--- src/addr_pkg.sv ---
/*
 * Address widths of the fetch front end
 * Typedefs for virtual and physical fetch addresses
 * Typedefs for page number and page offset fields
 */

package addr_pkg;

   parameter int VADDR_W = 32;
   parameter int PADDR_W = 32;
   parameter int PGOFS_W = 12;   // 4 KB pages

   // full addresses
   typedef logic [VADDR_W-1:0] vaddr_t;
   typedef logic [PADDR_W-1:0] paddr_t;

   // page fields, upper bits of each address
   typedef logic [VADDR_W-PGOFS_W-1:0] vpn_t;
   typedef logic [PADDR_W-PGOFS_W-1:0] ppn_t;

   // low bits, passed through translation untouched
   typedef logic [PGOFS_W-1:0] pgofs_t;

endpackage

--- src/tlb_pkg.sv ---
/*
 * Instruction TLB definitions
 * Entry index type and the fetch address after reset
 */

package tlb_pkg;

   // table size limit the index type is built for
   parameter int TLB_MAX_ENTRIES = 16;

   typedef logic [$clog2(TLB_MAX_ENTRIES)-1:0] tlb_idx_t;

   // first fetch after reset
   parameter addr_pkg::vaddr_t RESET_PC = 32'h0000_1000;

endpackage

--- src/pc_gen.sv ---
/*
 * Virtual fetch address generator
 * Registered valid follows fetch enable
 * Advances one instruction word per accepted transfer, reloads on redirect
 */

`timescale 1ns/1ps

module pc_gen (
   input  logic             clk_i,
   input  logic             rst_n_i,

   input  logic             fetch_en_i,

   input  logic             redirect_v_i,
   input  addr_pkg::vaddr_t redirect_pc_i,

   output logic             pc_v_o,
   output addr_pkg::vaddr_t pc_o,
   input  logic             pc_ready_i
);

   import addr_pkg::*;
   import tlb_pkg::*;

   localparam vaddr_t INSN_BYTES = vaddr_t'(4);

   vaddr_t pc_q;
   vaddr_t pc_d;
   logic   pc_v_q;
   logic   fire;

   assign fire = pc_v_q & pc_ready_i;   // itlb took the current pc

   // next address
   always_comb begin
      pc_d = pc_q;
      if (redirect_v_i) begin
         pc_d = redirect_pc_i;           // new target wins
      end else if (fire) begin
         pc_d = pc_q + INSN_BYTES;
      end
   end

   always_ff @(posedge clk_i) begin
      if (!rst_n_i) begin
         pc_q <= RESET_PC;
      end else begin
         pc_q <= pc_d;
      end
   end

   // valid is just enable delayed by a cycle
   always_ff @(posedge clk_i) begin
      if (!rst_n_i) begin
         pc_v_q <= 1'b0;
      end else begin
         pc_v_q <= fetch_en_i;
      end
   end

   assign pc_v_o = pc_v_q;
   assign pc_o   = pc_q;

endmodule

--- src/itlb.sv ---
/*
 * Fully associative instruction TLB
 * Parallel VPN compare against all entries, one-deep registered result
 * Fill with in-place update or round-robin replacement, flush clears all
 */

`timescale 1ns/1ps

module itlb #(
   parameter int N_ENTRIES = 4
) (
   input  logic             clk_i,
   input  logic             rst_n_i,

   input  logic             pc_v_i,
   input  addr_pkg::vaddr_t pc_i,
   output logic             pc_ready_o,

   input  logic             fill_v_i,
   input  addr_pkg::vpn_t   fill_vpn_i,
   input  addr_pkg::ppn_t   fill_ppn_i,
   input  logic             flush_i,

   output logic             tr_v_o,
   output addr_pkg::vaddr_t tr_vaddr_o,
   output addr_pkg::paddr_t tr_paddr_o,
   output logic             tr_miss_o,
   input  logic             tr_ready_i
);

   import addr_pkg::*;
   import tlb_pkg::*;

   // translation table
   logic [N_ENTRIES-1:0] valid_q;
   vpn_t                 vpn_q [N_ENTRIES];
   ppn_t                 ppn_q [N_ENTRIES];
   tlb_idx_t             victim_q;

   // lookup side
   vpn_t                 lk_vpn;
   pgofs_t               lk_ofs;
   logic [N_ENTRIES-1:0] lk_hit;
   ppn_t                 lk_ppn;
   logic                 lk_miss;

   // fill side
   logic [N_ENTRIES-1:0] fill_hit;
   logic [N_ENTRIES-1:0] fill_sel;
   logic                 fill_new;

   // output stage
   logic                 out_v_q;
   vaddr_t               out_vaddr_q;
   paddr_t               out_paddr_q;
   logic                 out_miss_q;
   logic                 accept;

   assign lk_vpn = pc_i[VADDR_W-1:PGOFS_W];
   assign lk_ofs = pc_i[PGOFS_W-1:0];

   always_comb begin
      lk_ppn = '0;
      for (int i = 0; i < N_ENTRIES; i++) begin
         lk_hit[i] = valid_q[i] && (vpn_q[i] == lk_vpn);
         if (lk_hit[i]) begin
            lk_ppn = lk_ppn | ppn_q[i];   // at most one entry matches
         end
      end
   end

   assign lk_miss = ~|lk_hit;

   // an existing mapping is updated in place, else the victim is replaced
   always_comb begin
      for (int i = 0; i < N_ENTRIES; i++) begin
         fill_hit[i] = valid_q[i] && (vpn_q[i] == fill_vpn_i);
      end
      fill_new = ~|fill_hit;
      for (int i = 0; i < N_ENTRIES; i++) begin
         fill_sel[i] = fill_new ? (tlb_idx_t'(i) == victim_q) : fill_hit[i];
      end
   end

   always_ff @(posedge clk_i) begin
      if (!rst_n_i) begin
         valid_q  <= '0;
         victim_q <= '0;
      end else if (flush_i) begin
         valid_q  <= '0;             // flush beats fill
         victim_q <= '0;
      end else if (fill_v_i) begin
         valid_q <= valid_q | fill_sel;
         if (fill_new) begin
            victim_q <= (victim_q == tlb_idx_t'(N_ENTRIES - 1)) ? '0 : victim_q + 1'b1;
         end
      end
   end

   always_ff @(posedge clk_i) begin
      if (fill_v_i && !flush_i) begin
         for (int i = 0; i < N_ENTRIES; i++) begin
            if (fill_sel[i]) begin
               vpn_q[i] <= fill_vpn_i;
               ppn_q[i] <= fill_ppn_i;
            end
         end
      end
   end

   // one item in flight, refilled while being drained
   assign pc_ready_o = !out_v_q || tr_ready_i;
   assign accept     = pc_v_i && pc_ready_o;

   always_ff @(posedge clk_i) begin
      if (!rst_n_i) begin
         out_v_q <= 1'b0;
      end else if (pc_ready_o) begin
         out_v_q <= pc_v_i;
      end
   end

   always_ff @(posedge clk_i) begin
      if (accept) begin
         out_vaddr_q <= pc_i;
         out_miss_q  <= lk_miss;
         out_paddr_q <= lk_miss ? '0 : {lk_ppn, lk_ofs};
      end
   end

   assign tr_v_o     = out_v_q;
   assign tr_vaddr_o = out_vaddr_q;
   assign tr_paddr_o = out_paddr_q;
   assign tr_miss_o  = out_miss_q;

endmodule

--- src/fetch_queue.sv ---
/*
 * Fetch result FIFO
 * Circular buffer with read/write pointers and occupancy count
 * Valid/ready on both sides, head entry read combinationally
 */

`timescale 1ns/1ps

module fetch_queue #(
   parameter int Q_DEPTH = 4
) (
   input  logic             clk_i,
   input  logic             rst_n_i,

   input  logic             in_v_i,
   input  addr_pkg::vaddr_t in_vaddr_i,
   input  addr_pkg::paddr_t in_paddr_i,
   input  logic             in_miss_i,
   output logic             in_ready_o,

   output logic             out_v_o,
   output addr_pkg::vaddr_t out_vaddr_o,
   output addr_pkg::paddr_t out_paddr_o,
   output logic             out_miss_o,
   input  logic             out_ready_i
);

   import addr_pkg::*;

   localparam int ENTRY_W = VADDR_W + PADDR_W + 1;
   localparam int PTR_W   = (Q_DEPTH > 1) ? $clog2(Q_DEPTH) : 1;
   localparam int CNT_W   = $clog2(Q_DEPTH + 1);

   logic [ENTRY_W-1:0] mem_q [Q_DEPTH];
   logic [PTR_W-1:0]   wr_ptr_q;
   logic [PTR_W-1:0]   rd_ptr_q;
   logic [CNT_W-1:0]   count_q;
   logic [ENTRY_W-1:0] rd_entry;
   logic               wr_en;
   logic               rd_en;

   function automatic logic [PTR_W-1:0] ptr_next(input logic [PTR_W-1:0] p);
      return (p == PTR_W'(Q_DEPTH - 1)) ? '0 : p + 1'b1;
   endfunction

   assign in_ready_o = (count_q != CNT_W'(Q_DEPTH));   // low when full
   assign out_v_o    = (count_q != '0);
   assign wr_en      = in_v_i && in_ready_o;
   assign rd_en      = out_v_o && out_ready_i;

   always_ff @(posedge clk_i) begin
      if (wr_en) begin
         mem_q[wr_ptr_q] <= {in_vaddr_i, in_paddr_i, in_miss_i};
      end
   end

   always_ff @(posedge clk_i) begin
      if (!rst_n_i) begin
         wr_ptr_q <= '0;
         rd_ptr_q <= '0;
         count_q  <= '0;
      end else begin
         if (wr_en) begin
            wr_ptr_q <= ptr_next(wr_ptr_q);
         end
         if (rd_en) begin
            rd_ptr_q <= ptr_next(rd_ptr_q);
         end
         case ({wr_en, rd_en})
            2'b10:   count_q <= count_q + 1'b1;
            2'b01:   count_q <= count_q - 1'b1;
            default: count_q <= count_q;   // idle or pass-through
         endcase
      end
   end

   // head of queue, stable until taken
   assign rd_entry = mem_q[rd_ptr_q];
   assign {out_vaddr_o, out_paddr_o, out_miss_o} = rd_entry;

endmodule

--- src/fe_top.sv ---
/*
 * Fetch front end top level
 * pc_gen -> itlb -> fetch_queue, valid/ready between stages
 */

`timescale 1ns/1ps

module fe_top #(
   parameter int N_ENTRIES = 4,
   parameter int Q_DEPTH   = 4
) (
   input  logic             clk_i,
   input  logic             rst_n_i,

   input  logic             fetch_en_i,
   input  logic             redirect_v_i,
   input  addr_pkg::vaddr_t redirect_pc_i,

   input  logic             fill_v_i,
   input  addr_pkg::vpn_t   fill_vpn_i,
   input  addr_pkg::ppn_t   fill_ppn_i,
   input  logic             flush_i,

   output logic             out_v_o,
   output addr_pkg::vaddr_t out_vaddr_o,
   output addr_pkg::paddr_t out_paddr_o,
   output logic             out_miss_o,
   input  logic             out_ready_i
);

   import addr_pkg::*;

   // pc_gen to itlb
   logic   pc_v;
   vaddr_t pc;
   logic   pc_ready;

   // itlb to queue
   logic   tr_v;
   vaddr_t tr_vaddr;
   paddr_t tr_paddr;
   logic   tr_miss;
   logic   tr_ready;

   pc_gen u_pc_gen (
      .clk_i         (clk_i),
      .rst_n_i       (rst_n_i),
      .fetch_en_i    (fetch_en_i),
      .redirect_v_i  (redirect_v_i),
      .redirect_pc_i (redirect_pc_i),
      .pc_v_o        (pc_v),
      .pc_o          (pc),
      .pc_ready_i    (pc_ready)
   );

   itlb #(
      .N_ENTRIES (N_ENTRIES)
   ) u_itlb (
      .clk_i      (clk_i),
      .rst_n_i    (rst_n_i),
      .pc_v_i     (pc_v),
      .pc_i       (pc),
      .pc_ready_o (pc_ready),
      .fill_v_i   (fill_v_i),
      .fill_vpn_i (fill_vpn_i),
      .fill_ppn_i (fill_ppn_i),
      .flush_i    (flush_i),
      .tr_v_o     (tr_v),
      .tr_vaddr_o (tr_vaddr),
      .tr_paddr_o (tr_paddr),
      .tr_miss_o  (tr_miss),
      .tr_ready_i (tr_ready)
   );

   fetch_queue #(
      .Q_DEPTH (Q_DEPTH)
   ) u_queue (
      .clk_i       (clk_i),
      .rst_n_i     (rst_n_i),
      .in_v_i      (tr_v),
      .in_vaddr_i  (tr_vaddr),
      .in_paddr_i  (tr_paddr),
      .in_miss_i   (tr_miss),
      .in_ready_o  (tr_ready),
      .out_v_o     (out_v_o),
      .out_vaddr_o (out_vaddr_o),
      .out_paddr_o (out_paddr_o),
      .out_miss_o  (out_miss_o),
      .out_ready_i (out_ready_i)
   );

endmodule

--- config.mk ---
export PLATFORM = sky130hd
export DESIGN_NAME = fe_top
export DESIGN_NICKNAME = d
export VERILOG_FILES = /design/src/addr_pkg.sv /design/src/tlb_pkg.sv /design/src/pc_gen.sv /design/src/itlb.sv /design/src/fetch_queue.sv /design/src/fe_top.sv
export SDC_FILE = /design/constraint.sdc
export NUM_CORES = 1
export LEC_CHECK = 0
export BUFFER_PORTS_ARGS = -buffer_cell sky130_fd_sc_hd__buf_4
export CAP_MARGIN = 40
export CELL_PAD_IN_SITES_DETAIL_PLACEMENT = 1
export CELL_PAD_IN_SITES_GLOBAL_PLACEMENT = 1
export CORE_ASPECT_RATIO = 2
export CORE_UTILIZATION = 45
export CTS_BUF_LIST = sky130_fd_sc_hd__clkbuf_8
export DETAILED_ROUTE_END_ITERATION = 10
export HOLD_SLACK_MARGIN = 0.1
export PLACE_DENSITY_LB_ADDON = 0.3
export SLEW_MARGIN = 20
export SYNTH_ARGS = -nofsm -noshare
export SYNTH_HDL_FRONTEND = slang
export SYNTH_SLANG_ARGS = --single-unit
--- constraint.sdc ---
create_clock -name clk_i -period 8.05 [get_ports clk_i]
set_input_delay 1.2075 -clock clk_i [delete_from_list [all_inputs] [get_ports clk_i]]
set_output_delay 1.2075 -clock clk_i [all_outputs]
set_load 0.03 [all_outputs]
; ---- After elaboration in Yosys (flattened, before gate mapping)
; Memory sizes are Yosys's and may differ from the RTL's. A register that Yosys moved wholly into a read port is not among the register bits.
; Index checks and enable logic that the tools add are counted.
[op_classes]
reduce_logical = 24
addsub = 6
n_bitwise = 7
n_mux = 30
eq_ne = 17
[ops]
columns = cell, count
row1 = equality test 20 bit, 8
row2 = two-way mux 20 bit, 4
row3 = two-way mux 32 bit, 2
row4 = OR 20 bit, 3
row5 = "adder 32 x 3 -> 32 bit, second input constant", 1
row6 = two-way mux 1 bit, 18
row7 = logical AND 1 bit, 12
row8 = "equality test 2 x 4 -> 1 bit, first input constant", 2
row9 = two-way mux 2 bit, 4
row10 = OR reduction 4 bit, 2
row11 = "equality test 2 bit, second input constant", 3
row12 = case mux 3 bit (2 select lines), 1
row13 = "adder 2 x 1 -> 2 bit, second input constant", 2
row14 = "adder 4 x 1 -> 4 bit, second input constant", 1
row15 = "equality test 1 x 4 -> 1 bit, first input constant", 1
row16 = "equality test 4 x 2 -> 1 bit, second input constant", 1
row17 = logical NOT 4 bit, 1
row18 = two-way mux 4 bit, 1
row19 = OR 4 bit, 1
row20 = nonzero test 2 bit, 2
row21 = "adder 3 x 1 -> 3 bit, second input constant", 1
row22 = logical NOT 1 bit, 3
row23 = "!= test 3 bit, second input constant", 1
row24 = nonzero test 3 bit, 1
row25 = 7 further kinds, 8
[totals]
ram_bits = 420
input_bits = 79
output_inout_bits = 66
wordCells = 98
ff_bits = 114
n_memories = 3
[mem_list]
columns = name, depth, word_bits, read_ports, rd_clocked_by_memory_dff, write_ports, line_no
row1 = u_queue.mem_q, 4, 65, 1, 1, 1, fetch_queue.sv:34  ; logic [ENTRY_W-1:0] mem_q [Q_DEPTH];
row2 = u_itlb.ppn_q, 4, 20, 4, 0, 4, itlb.sv:37  ; ppn_t ppn_q [N_ENTRIES];
row3 = u_itlb.vpn_q, 4, 20, 4, 0, 4, itlb.sv:36  ; vpn_t vpn_q [N_ENTRIES];

; ---- Longest topological paths before layout
; Gate-level depths: netlist (run 1).
[logic_depth]
depth_word = 9
ltp_mapped = 10
mapped_depth_nobuf = 10

; ---- By module
; From an unflattened synthesis (run 1), not the netlist that was laid out.
[unflattened]
cells_unflattened = 1208
hier_area_um2 = 21378.0
[modules_own_cells]
columns = mod, n_inst, area_per_inst_um2, cells_per_inst, seq_area_each_um2
row1 = fetch_queue, 1, 9875.7, 395, 7987.7
row2 = itlb, 1, 9738.1, 602, 6936.7
row3 = pc_gen, 1, 1764.2, 211, 660.6

; ---- Least setup slack after synthesis (run 1)
; Ideal clock, no wire load.
[synth_timing]
path_type = input port to flip-flop
start = input fill_vpn_i[0]
end = memory u_itlb.ppn_q[0][0] in the netlist's numbering (enable)
n_path_buf = 2
setup_ns = 0.451
stages = 9
arrival_ns = 4.221
required_time_ns = 7.599
slack_ns = 3.378
cell_sequence = clkbuf_1 -> xnor2_1 -> nand4_1 -> nor4_1 -> nand4_1 -> and4_1 -> clkbuf_1 -> nand3_1 -> a21oi_1
[synth_rtl]
columns = element, line_no
row1 = from (decl), fe_top.sv:20  ; input addr_pkg::vpn_t fill_vpn_i,
row2 = to (decl), itlb.sv:37

==> results of run 1 <==
==> metrics by stage <==
stage	cells	instance area (sq um)	setup slack [ps]
after floorplan	1200	21100	3380
after global placement	1914	22900	4220
after detailed placement	1915	22900	4130
after CTS	2048	24300	3750
after global routing	2049	24300	3720
final	2049	24300	3950
==> layer usage <==
layer | global-route usage (%) | wire length (um) | part of all wire [%] | vias up
met1 | 23.7 | 18500 | 36 | 5626
met2 | 40.6 | 27600 | 54 | 286
li1 | - | - | - | 4967
met5 | 0 | 0 | 0 | -
met3 | 3.50 | 1900 | 3.7 | 121
met4 | 13.7 | 2960 | 5.8 | 0
==> area by class of cell <==
class	count	share of cell area, %
clock inverter	53	1.24
inverter	14	0.216
clock buffer	80	4.53
antenna	1	0.0103
multi-input combinational	583	21.6
timing repair buffer	161	5.03
tap	621	3.20
sequential	536	64.2
==> worst paths after layout <==
check / endpoint / slack (ps)
worst max-delay path: out_paddr_o[31] / 3950
worst min-delay path: u_itlb.tr_vaddr_o[1] / 490
worst max register to register: u_itlb.tr_paddr_o[10] / 4630
worst min register to register: u_itlb.tr_vaddr_o[1] / 490
==> registers in the layout, summed over array words and instances (netlist names), named ones only <==
register,count
u_itlb.tr_miss_o,1
u_queue.mem_q,260
u_pc_gen.pc_v_o,1
u_itlb.tr_paddr_o,32
u_itlb.ppn_q,80
u_queue.count_q,3
u_itlb.valid_q,4
u_itlb.vpn_q,80
u_pc_gen.pc_o,32
u_queue.wr_ptr_q,2
u_itlb.tr_vaddr_o,32
u_queue.rd_ptr_q,2
u_itlb.victim_q,4
u_itlb.tr_v_o,1
==> cell usage after synthesis, types with 20 or more instances <==
cell / instances
a21oi_1: 27
a22oi_1: 40
and2_1: 22
buf_2: 26
clkbuf_1: 38
dfxtp_1: 51
edfxtp_1: 485
mux4_2: 65
nand2_1: 45
nand3_1: 27
nand4_1: 34
nor4_1: 20
o21ai_0: 30
xnor2_1: 129
xor2_1: 62
==> critical path, cell delays in order, from the launching register on <==
cell     delay, ps
dfxtp_4        730
buf_4          480
buf_12         260
mux4_2         570
buf_4          190
==> kinds of logic (layout without fill, tap and decap cells) <==
family / count (synthesis) / in the layout / synth area share (%)
xor+xnor: 191 / 191 / 7.93
fa+ha+maj: 12 / 12 / 0.747
simple gates: 199 / 199 / 5.29
compound gates: 110 / 110 / 3.32
buf+inv: 81 / 308 / 1.63
flops: 536 / 536 / 73.9
mux: 71 / 71 / 7.22
other cells: 0 / 1 / 0
==> cells in the final DEF, fill, tap and decap left out, types with 16 or more instances in the layout <==
cell / instances
clkbuf_8: 80
a21oi_1: 23
nand3_1: 27
o21ai_0: 30
and2_1: 22
nand4_1: 34
nand2_1: 45
xnor2_1: 129
inv_1: 41
dfxtp_1: 49
mux4_2: 65
edfxtp_1: 485
a22oi_1: 40
nor4_1: 16
buf_4: 160
xor2_1: 62
==> power groups by stage <==
stage / clock network, uW / registers [uW] / logic [uW]
CTS: 2080 / 3200 / 814
global placement: 0 / 3250 / 794
global route: 2170 / 3210 / 843
finish: 2010 / 3200 / 794
detailed placement: 0 / 3260 / 812
floorplan: 0 / 3180 / 562
==> flow_metrics.tcl, run 1 <==
set metrics [dict create \
    async_reset_ff_share_pct 0 \
    vias 11000 \
    switching_share_pct 25.5 \
    syn_inst 1200 \
    cap_violations 0 \
    fin_worst_skew_ps 26.4 \
    yosysUniqueCellTypes 42 \
    power_uw 6000 \
    cts_setup_buffers 0 \
    rsz0062_at_grt "false" \
    drtIter0Drc 527 \
    ys_top_cells_by_area "edfxtp_1, mux4_2, xnor2_1, dfxtp_1, xor2_1" \
    grt_usage_pct 22.2 \
    synthToLayoutAreaGrowth_pct 15.1 \
    criticalPathCategory "reg2out" \
    holdBufCountCts 0 \
    holdWs_ps 490 \
    peakVddDrop_mv 0.160 \
    tns_ps 0 \
    r2r_cells 7 \
    die_height_um 308 \
    num_rows 111 \
    grt_antenna_before_repair 1 \
    synthFlopType "edfxtp_1" \
    setup_viol 0 \
    internal-power_uw 4460 \
    synth_area_sq_um 21100 \
    synth_top_area_cell "edfxtp_1" \
    dieArea_sq_um 47800 \
    routed_wl_mm 51.0 \
    ys_warn_count 0 \
    multi_input_area_sq_um 5250 \
    grt_pass1_wl_mm 75.9 \
    cts_root_buf "clkbuf_8" \
    wl_per_cell_um 24.9 \
    grt_max_degree 52 \
    p_comb_share_pct 13.2 \
    cts_max_level 3 \
    status "finished, final reports clean" \
    r2r-start "u_pc_gen.pc_o[30]" \
    slew-limit-headroom_pct 47.1 \
    cts.repair.resized 0 \
    viasPerCell 5.37 \
    cts_made_buffers 74 \
    clkPwrFrac_pct 33.5 \
    slew_violations 0 \
    synth_edf_count 485 \
    worstMarginPinSlew_ps 791 \
    synth-seq-cells 536 \
    cts.clk_slew.worst_paths_ps 70 \
    power.density_nw_per_um2 247 \
    clkSinkCount 536 \
    nFillCells 4363 \
    post-route-min-period_ps 4100 \
    power_switching_uw 1530 \
    cp_max_fo 27 \
    clockBufferDepth 3 \
    layout.nets 1461 \
    ios 145 \
    drt-pass1-iter-count 5 \
    postRouteAntennaNets 0 \
    end_kind "output pin" \
    hold_path.class "reg2reg" \
    dieWidth_um 155 \
    power_leakage_uw 0.00808 \
    min_from "u_pc_gen.pc_o[1]" \
    cp.arrival_ps 2890 \
    insertion_delay_ps 630 \
    drive_gt1_share_pct 23.7 \
    start_util_pct 45.8 \
    grt_pass1_vias 12100 \
    yosysTopAreaCellShare_pct 69.0 \
    syn_area_per_cell_sq_um 17.6 \
    cp_data_required_time_ps 6840 \
    period_share_pct 50.9 \
    hold_depth 0 \
    port-buffer-count 144 \
    max_freq_ghz 0.244 \
    seqCellArea_sq_um 15600 \
    hold_viol 0 \
    p_seq_share_pct 53.3 \
    grt.overflow.total 0 \
    syn_nets 1291 \
    ys_seq_area_share_pct 73.9 \
    drc 0 \
    gp_congestion 0.933 \
    dp_hpwl_mm 35.2 \
    cts_tree "built" \
    core_area_sq_um 46100 \
    cp-start-kind "flop" \
    final_util_pct 52.7 \
]
Note: power is estimated with default switching activity, not from simulation.
==> inputs of run 2 (changes only) <==
==> constraint.sdc (replaced) <==
create_clock -name clk_i -period 3.7 [get_ports clk_i]
set_input_delay 0.555 -clock clk_i [delete_from_list [all_inputs] [get_ports clk_i]]
set_output_delay 0.555 -clock clk_i [all_outputs]
set_load 0.03 [all_outputs]
==> flow_metrics.tcl, run 2 (synthesis gave the netlist of run 1 again) <==
set metrics [dict create \
    postRouteAntennaNets 0 \
    power_leakage_uw 0.00826 \
    cts.clk_slew.worst_paths_ps 70 \
    critical_path_cell_count 3 \
    peakVddDrop_mv 0.281 \
    cp.arrival_ps 2470 \
    synthToLayoutAreaGrowth_pct 17.4 \
    top_register "u_queue.mem_q" \
    cp-start-kind "flop" \
    dieWidth_um 155 \
    top_regs "u_queue.mem_q (260), u_itlb.ppn_q (80), u_itlb.vpn_q (80)" \
    period_share_pct 81.8 \
    cap_violations 0 \
    status "finished, final reports clean" \
    grt_antenna_before_repair 1 \
    gp_congestion 0.884 \
    grt_usage_pct 22.3 \
    ff2ff_setup_slack_ps 820 \
    hold_viol 0 \
    drive_gt1_share_pct 24.7 \
    max_freq_ghz 0.330 \
    port-buffer-count 144 \
    setup_ws_ps 672 \
    insertion_delay_ps 640 \
    layout.nets 1497 \
    slew-limit-headroom_pct 49.1 \
    rsz0062_at_grt "false" \
    fin_worst_skew_ps 30.4 \
    r2r-start "u_itlb.vpn_q[2][1]" \
    power.density_nw_per_um2 535 \
    hold_path.class "in2reg" \
    viasPerCell 5.36 \
    cts_made_buffers 75 \
    start_util_pct 45.8 \
    dieArea_sq_um 47800 \
    critPathMaxStageDelay_ps 700 \
    cp_top_family "flip-flops" \
    path_cells "buf_12 > mux4_2 > buf_4" \
    worstMarginPinSlew_ps 762 \
    layout_commonest_cell "edfxtp_1" \
    slew_violations 0 \
    drtIter0Drc 616 \
    ios 145 \
    met3_usage_pct 3.51 \
    criticalPathCategory "reg2out" \
    regToRegEndpoint "u_itlb.ppn_q[1][7]" \
    cp_max_fo 24 \
    cts_max_level 3 \
    num_rows 111 \
    vias 11200 \
    cts_tree "built" \
    grtUsageMet1_pct 23.9 \
    grt_pass1_wl_mm 76.1 \
    core_area_sq_um 46100 \
    setup_viol 0 \
    cts_root_buf "clkbuf_8" \
    drc 0 \
    clkSinkCount 536 \
    grtUsageMet2_pct 41.6 \
    grt_max_degree 46 \
    place_inst 1931 \
    routed_wl_mm 51.9 \
    end_kind "output pin" \
    grt_pass1_vias 12100 \
    cp_data_required_time_ps 3140 \
    dp_slack_ps 565 \
    dp_hpwl_mm 35.8 \
    grt.overflow.total 0 \
    die_height_um 308 \
    drt-pass1-iter-count 5 \
    layout_common_cells "edfxtp_1, buf_4, xnor2_1, clkbuf_8, mux4_2" \
    clockBufferDepth 3 \
    cpMaxStageDelayCell "dfxtp_4" \
    post-route-min-period_ps 3030 \
    wl_per_cell_um 24.9 \
    crit_buf_inv 2 \
    top_usage_layer "met2" \
    largest_reg_flops 260 \
    r2r_cells 8 \
    crit_end "out_paddr_o[29]" \
    final_cells 2086 \
]
run 2: cell count changes in the layout (fill, tap and decap cells not counted):
cell           previous run  this run
dlygate4sd3_1             0        19
buf_12                    1         9
buf_4                   160       168
inv_1                    41        33
clkinv_2                  7        11
clkbuf_8                 80        82
clkinv_1                 13        15
clkinvlp_4                1         3
inv_6                     2         0
bufinv_16                 3         4
clkinv_8                  0         1
run 2: area by class of cell:
type / count / area [sq um]
fillers: 4370 / 21300
clock inverters: 53 / 342
well taps: 621 / 777
repair buffers: 196 / 1630
diodes: 1 / 2.50
flip-flops and latches: 536 / 15600
multi-input cells: 583 / 5250
inverters: 14 / 52.6
clock buffers: 82 / 1130
run 2: how the worst min path moves through the flow:
stage | startpoint | depth (start not counted) | endpoint
floorplan | u_pc_gen.pc_o[12] | 0 | u_itlb.tr_vaddr_o[12]
global placement | u_itlb.tr_vaddr_o[26] | 0 | u_queue.mem_q[3][59]
detailed placement | u_itlb.tr_vaddr_o[7] | 0 | u_queue.mem_q[2][40]
CTS | fetch_en_i | 2 | u_pc_gen.pc_v_o
global route | fill_ppn_i[19] | 1 | u_itlb.ppn_q[2][19]
finish | fill_ppn_i[19] | 1 | u_itlb.ppn_q[2][19]
run 2: metrics by stage:
stage	hold slack [ps]	area, sq um	total power (uW)	setup TNS [ps]	utilization [%]
after floorplan	403	21100	8150	-51100	-
after global placement	465	23100	8860	0	50.1
after detailed placement	479	23100	8890	0	50.1
after CTS	112	24800	13400	0	53.7
after global routing	121	24800	13700	0	53.7
final	152	24800	13300	0	53.7
run 2: worst reg2reg max path: stages (launching register included):
cell and delay (ps):
edfxtp_1 440, xnor2_1 380, nand4_1 160, nor4_1 390
nand4_1 260, and4_1 320, nand3_1 150, a21oi_4 100
buf_4 330
run 2: power breakdown:
part / internal [uW] / leakage (uW) / switching [uW] / total [uW]
logic: 808 / 0.00257 / 990 / 1800
registers: 6740 / 0.00487 / 200 / 6940
clock network: 2330 / 0.000825 / 2200 / 4530
total: 9870 / 0.00826 / 3390 / 13300
run 2: timing repair:
item | 4_1_cts | 5_1_grt
endpoints found under the hold margin | 64 | 0
hold buffers | 19 | 0
setup buffers | 0 | 0
gates resized for setup | 0 | 0
endpoints found under the setup margin | 0 | 0
run 2: routing by layer:
layer / up-vias / share of wire [%] / routed length (um)
li1: 5036 / - / -
met1: 5734 / 36 / 18700
met2: 304 / 55 / 28600
met3: 111 / 3.8 / 1980
met4: 0 / 5.0 / 2580
met5: - / 0 / 0
==> inputs of run 3 (changes only) <==
--- a/config.mk
+++ b/config.mk
@@ -5,6 +5,7 @@
 export SDC_FILE = /design/constraint.sdc
 export NUM_CORES = 1
 export LEC_CHECK = 0
+export ABC_AREA = 1
 export BUFFER_PORTS_ARGS = -buffer_cell sky130_fd_sc_hd__buf_4
 export CAP_MARGIN = 40
 export CELL_PAD_IN_SITES_DETAIL_PLACEMENT = 1
==> constraint.sdc (replaced) <==
create_clock -name clk_i -period 2.5 [get_ports clk_i]
set_input_delay 0.375 -clock clk_i [delete_from_list [all_inputs] [get_ports clk_i]]
set_output_delay 0.375 -clock clk_i [all_outputs]
set_load 0.03 [all_outputs]
==> flow_metrics.tcl, run 3 <==
set metrics [dict create \
    synth_edf_count 485 \
    post-route-min-period_ps 2470 \
    grt_pass1_vias 18400 \
    start_util_pct 45.6 \
    cp-start-kind "input pin" \
    clockBufferDepth 3 \
    cts.clk_slew.worst_paths_ps 70 \
    power_leakage_uw 0.0110 \
    drtIter0Drc 940 \
    cts_tree "built" \
    top_regs "u_queue.mem_q (260), u_itlb.ppn_q (80), u_itlb.vpn_q (80)" \
    async_reset_ff_share_pct 0 \
    synthFlopType "edfxtp_1" \
    end_kind "flop" \
    grt_max_degree 75 \
    power_uw 21000 \
    fin_worst_skew_ps 32.8 \
    routed_wl_mm 76.1 \
    worstMarginPinSlew_ps 838 \
    synth_area_sq_um 22800 \
    drt-pass1-iter-count 5 \
    nFillCells 5424 \
    slew-limit-headroom_pct 44.1 \
    criticalPathCategory "in2reg" \
    layout.nets 2499 \
    syn_inst 2092 \
    seqCellArea_sq_um 15600 \
    drc 0 \
    cp_data_required_time_ps 2850 \
    dp_slack_ps -264 \
    syn_area_per_cell_sq_um 10.9 \
    r2r-start "u_itlb.vpn_q[3][4]" \
    synthTopCellsByCount "edfxtp_1, nor2_1, nand2_1, inv_1, o21ai_0" \
    place_inst 2898 \
    clkSinkCount 536 \
    ys_top_cells_by_area "edfxtp_1, nor2_1, nand2_1, dfxtp_1, inv_1" \
    yosysUniqueCellTypes 49 \
    setup_ws_ps 28.6 \
    viasPerCell 5.41 \
    setup.worst_path.start "fill_vpn_i[19]" \
    synth_top_area_cell "edfxtp_1" \
    port-buffer-count 144 \
    top_register "u_queue.mem_q" \
    grt_usage_pct 29.9 \
    cts_max_level 3 \
    peakVddDrop_mv 0.441 \
    min_from "redirect_pc_i[23]" \
    status "finished, final reports clean" \
    hold_viol 0 \
    vias 16900 \
    insertion_delay_ps 680 \
    max_freq_ghz 0.405 \
    postLayoutCellArea_sq_um 27900 \
    gp_congestion 0.981 \
    final_cells 3120 \
    wl_per_cell_um 24.4 \
    drive_gt1_share_pct 17.6 \
    period_share_pct 98.9 \
    dieArea_sq_um 51500 \
    ios 145 \
    synthToLayoutAreaGrowth_pct 22.4 \
    grt_pass1_wl_mm 112 \
    multi_input_area_sq_um 5990 \
    slew_violations 0 \
    layout_common_cells "edfxtp_1, nor2_1, nand2_1, inv_1, buf_4" \
    power.density_nw_per_um2 755 \
    ys_warn_count 0 \
    cts_made_buffers 78 \
    postRouteAntennaNets 0 \
    num_rows 116 \
    die_height_um 320 \
    grt.overflow.total 0 \
    cts_root_buf "clkbuf_8" \
    synth-seq-cells 536 \
    core_area_sq_um 49900 \
    dp_hpwl_mm 54.5 \
    setup_viol 0 \
    dieWidth_um 161 \
    rsz0062_at_grt "false" \
    grt_antenna_before_repair 2 \
    yosysMostFrequentCell "edfxtp_1" \
    place_area_sq_um 25300 \
    ys_seq_area_share_pct 68.5 \
    yosysTopAreaCellShare_pct 64.0 \
    cap_violations 0 \
    layout_commonest_cell "edfxtp_1" \
    syn_nets 2183 \
    cp_max_fo 28 \
    cp.arrival_ps 2820 \
    largest_reg_flops 260 \
    hold_path.class "in2reg" \
]
[run 3: cell count changes in the layout (fill, tap and decap cells not counted), sizes merged, moves of 65 or more]
cell | before | now
mux4 | 65 | 0
inv | 33 | 270
o22ai | 0 | 109
xnor2 | 129 | 27
nand2 | 45 | 342
nor2 | 12 | 392
o21ai | 30 | 174
[run 3: area by class of cell]
type                    count  share of cell area, %
multi-input cells        1223                   21.5
flip-flops and latches    536                   56.0
repair buffers            318                   10.2
well taps                 649                   2.92
inverters                 251                   3.39
clock buffers              84                   4.15
clock inverters            58                   1.87
diodes                      1                0.00898
[run 3: repair_timing]
item                       CTS  global route
resized for setup           11             9
hold buffers                77             0
setup endpoints to repair  168           188
hold endpoints to repair   197             0
pin swaps                    0             0
setup buffers                2             0
[run 3: final timing paths]
check | end | slack [ps] | cells after the start
max | u_itlb.ppn_q[1][9] | 30 | 14
min reg2reg | u_itlb.tr_vaddr_o[1] | 440 | 0
min | u_pc_gen.pc_o[23] | 150 | 5
max reg2reg | u_itlb.ppn_q[1][9] | 60 | 12
[run 3: logic make-up (layout without fill, tap and decap cells)]
family,after synthesis,in the layout,share of synthesized area [%]
AO/OA/AOI/OAI,354,354,8.71
other,0,1,0
flip-flops,536,536,68.5
XOR/XNOR,43,43,1.66
buffers and inverters,333,711,5.83
adder cells (fa/ha/maj),12,12,0.693
AND/OR/NAND/NOR,814,814,14.6
[run 3: report_power, final]
part	total, uW	switching (uW)	internal [uW]
logic	3270	2170	1100
registers	10100	186	9960
clock network	7630	3530	4090
total	21000	5890	15200
[run 3: layer usage]
| layer | GRT usage, % | up-vias | routed length [um] |
|---|---|---|---|
| met4 | 21.6 | 2 | 5920 |
| met3 | 4.32 | 221 | 2870 |
| li1 | - | 7735 | - |
| met5 | 0 | - | 13 |
| met2 | 54.7 | 526 | 40100 |
| met1 | 30.8 | 8396 | 27200 |
[run 3: critical path, cell delays in order]
cell and delay, ps:
dlygate4sd3_1 540, buf_4 200, inv_1 200, nand2_1 120
nand2_1 90, nor2_1 100, nand2_1 90, nor2_1 40
nand3_1 150, nand2_1 120, nor2_4 170, nand2_1 120
a21oi_4 210, buf_12 230
[run 3: per-stage QoR]
step | utilization [%] | hold slack [ps] | setup TNS (ps)
after floorplan | - | 403 | -40970
after global placement | 50.7 | 419 | -26170
after detailed placement | 50.7 | 426 | -37920
after CTS | 55.7 | 110 | 0
after global routing | 55.8 | 140 | 0
final | 55.8 | 150 | 0
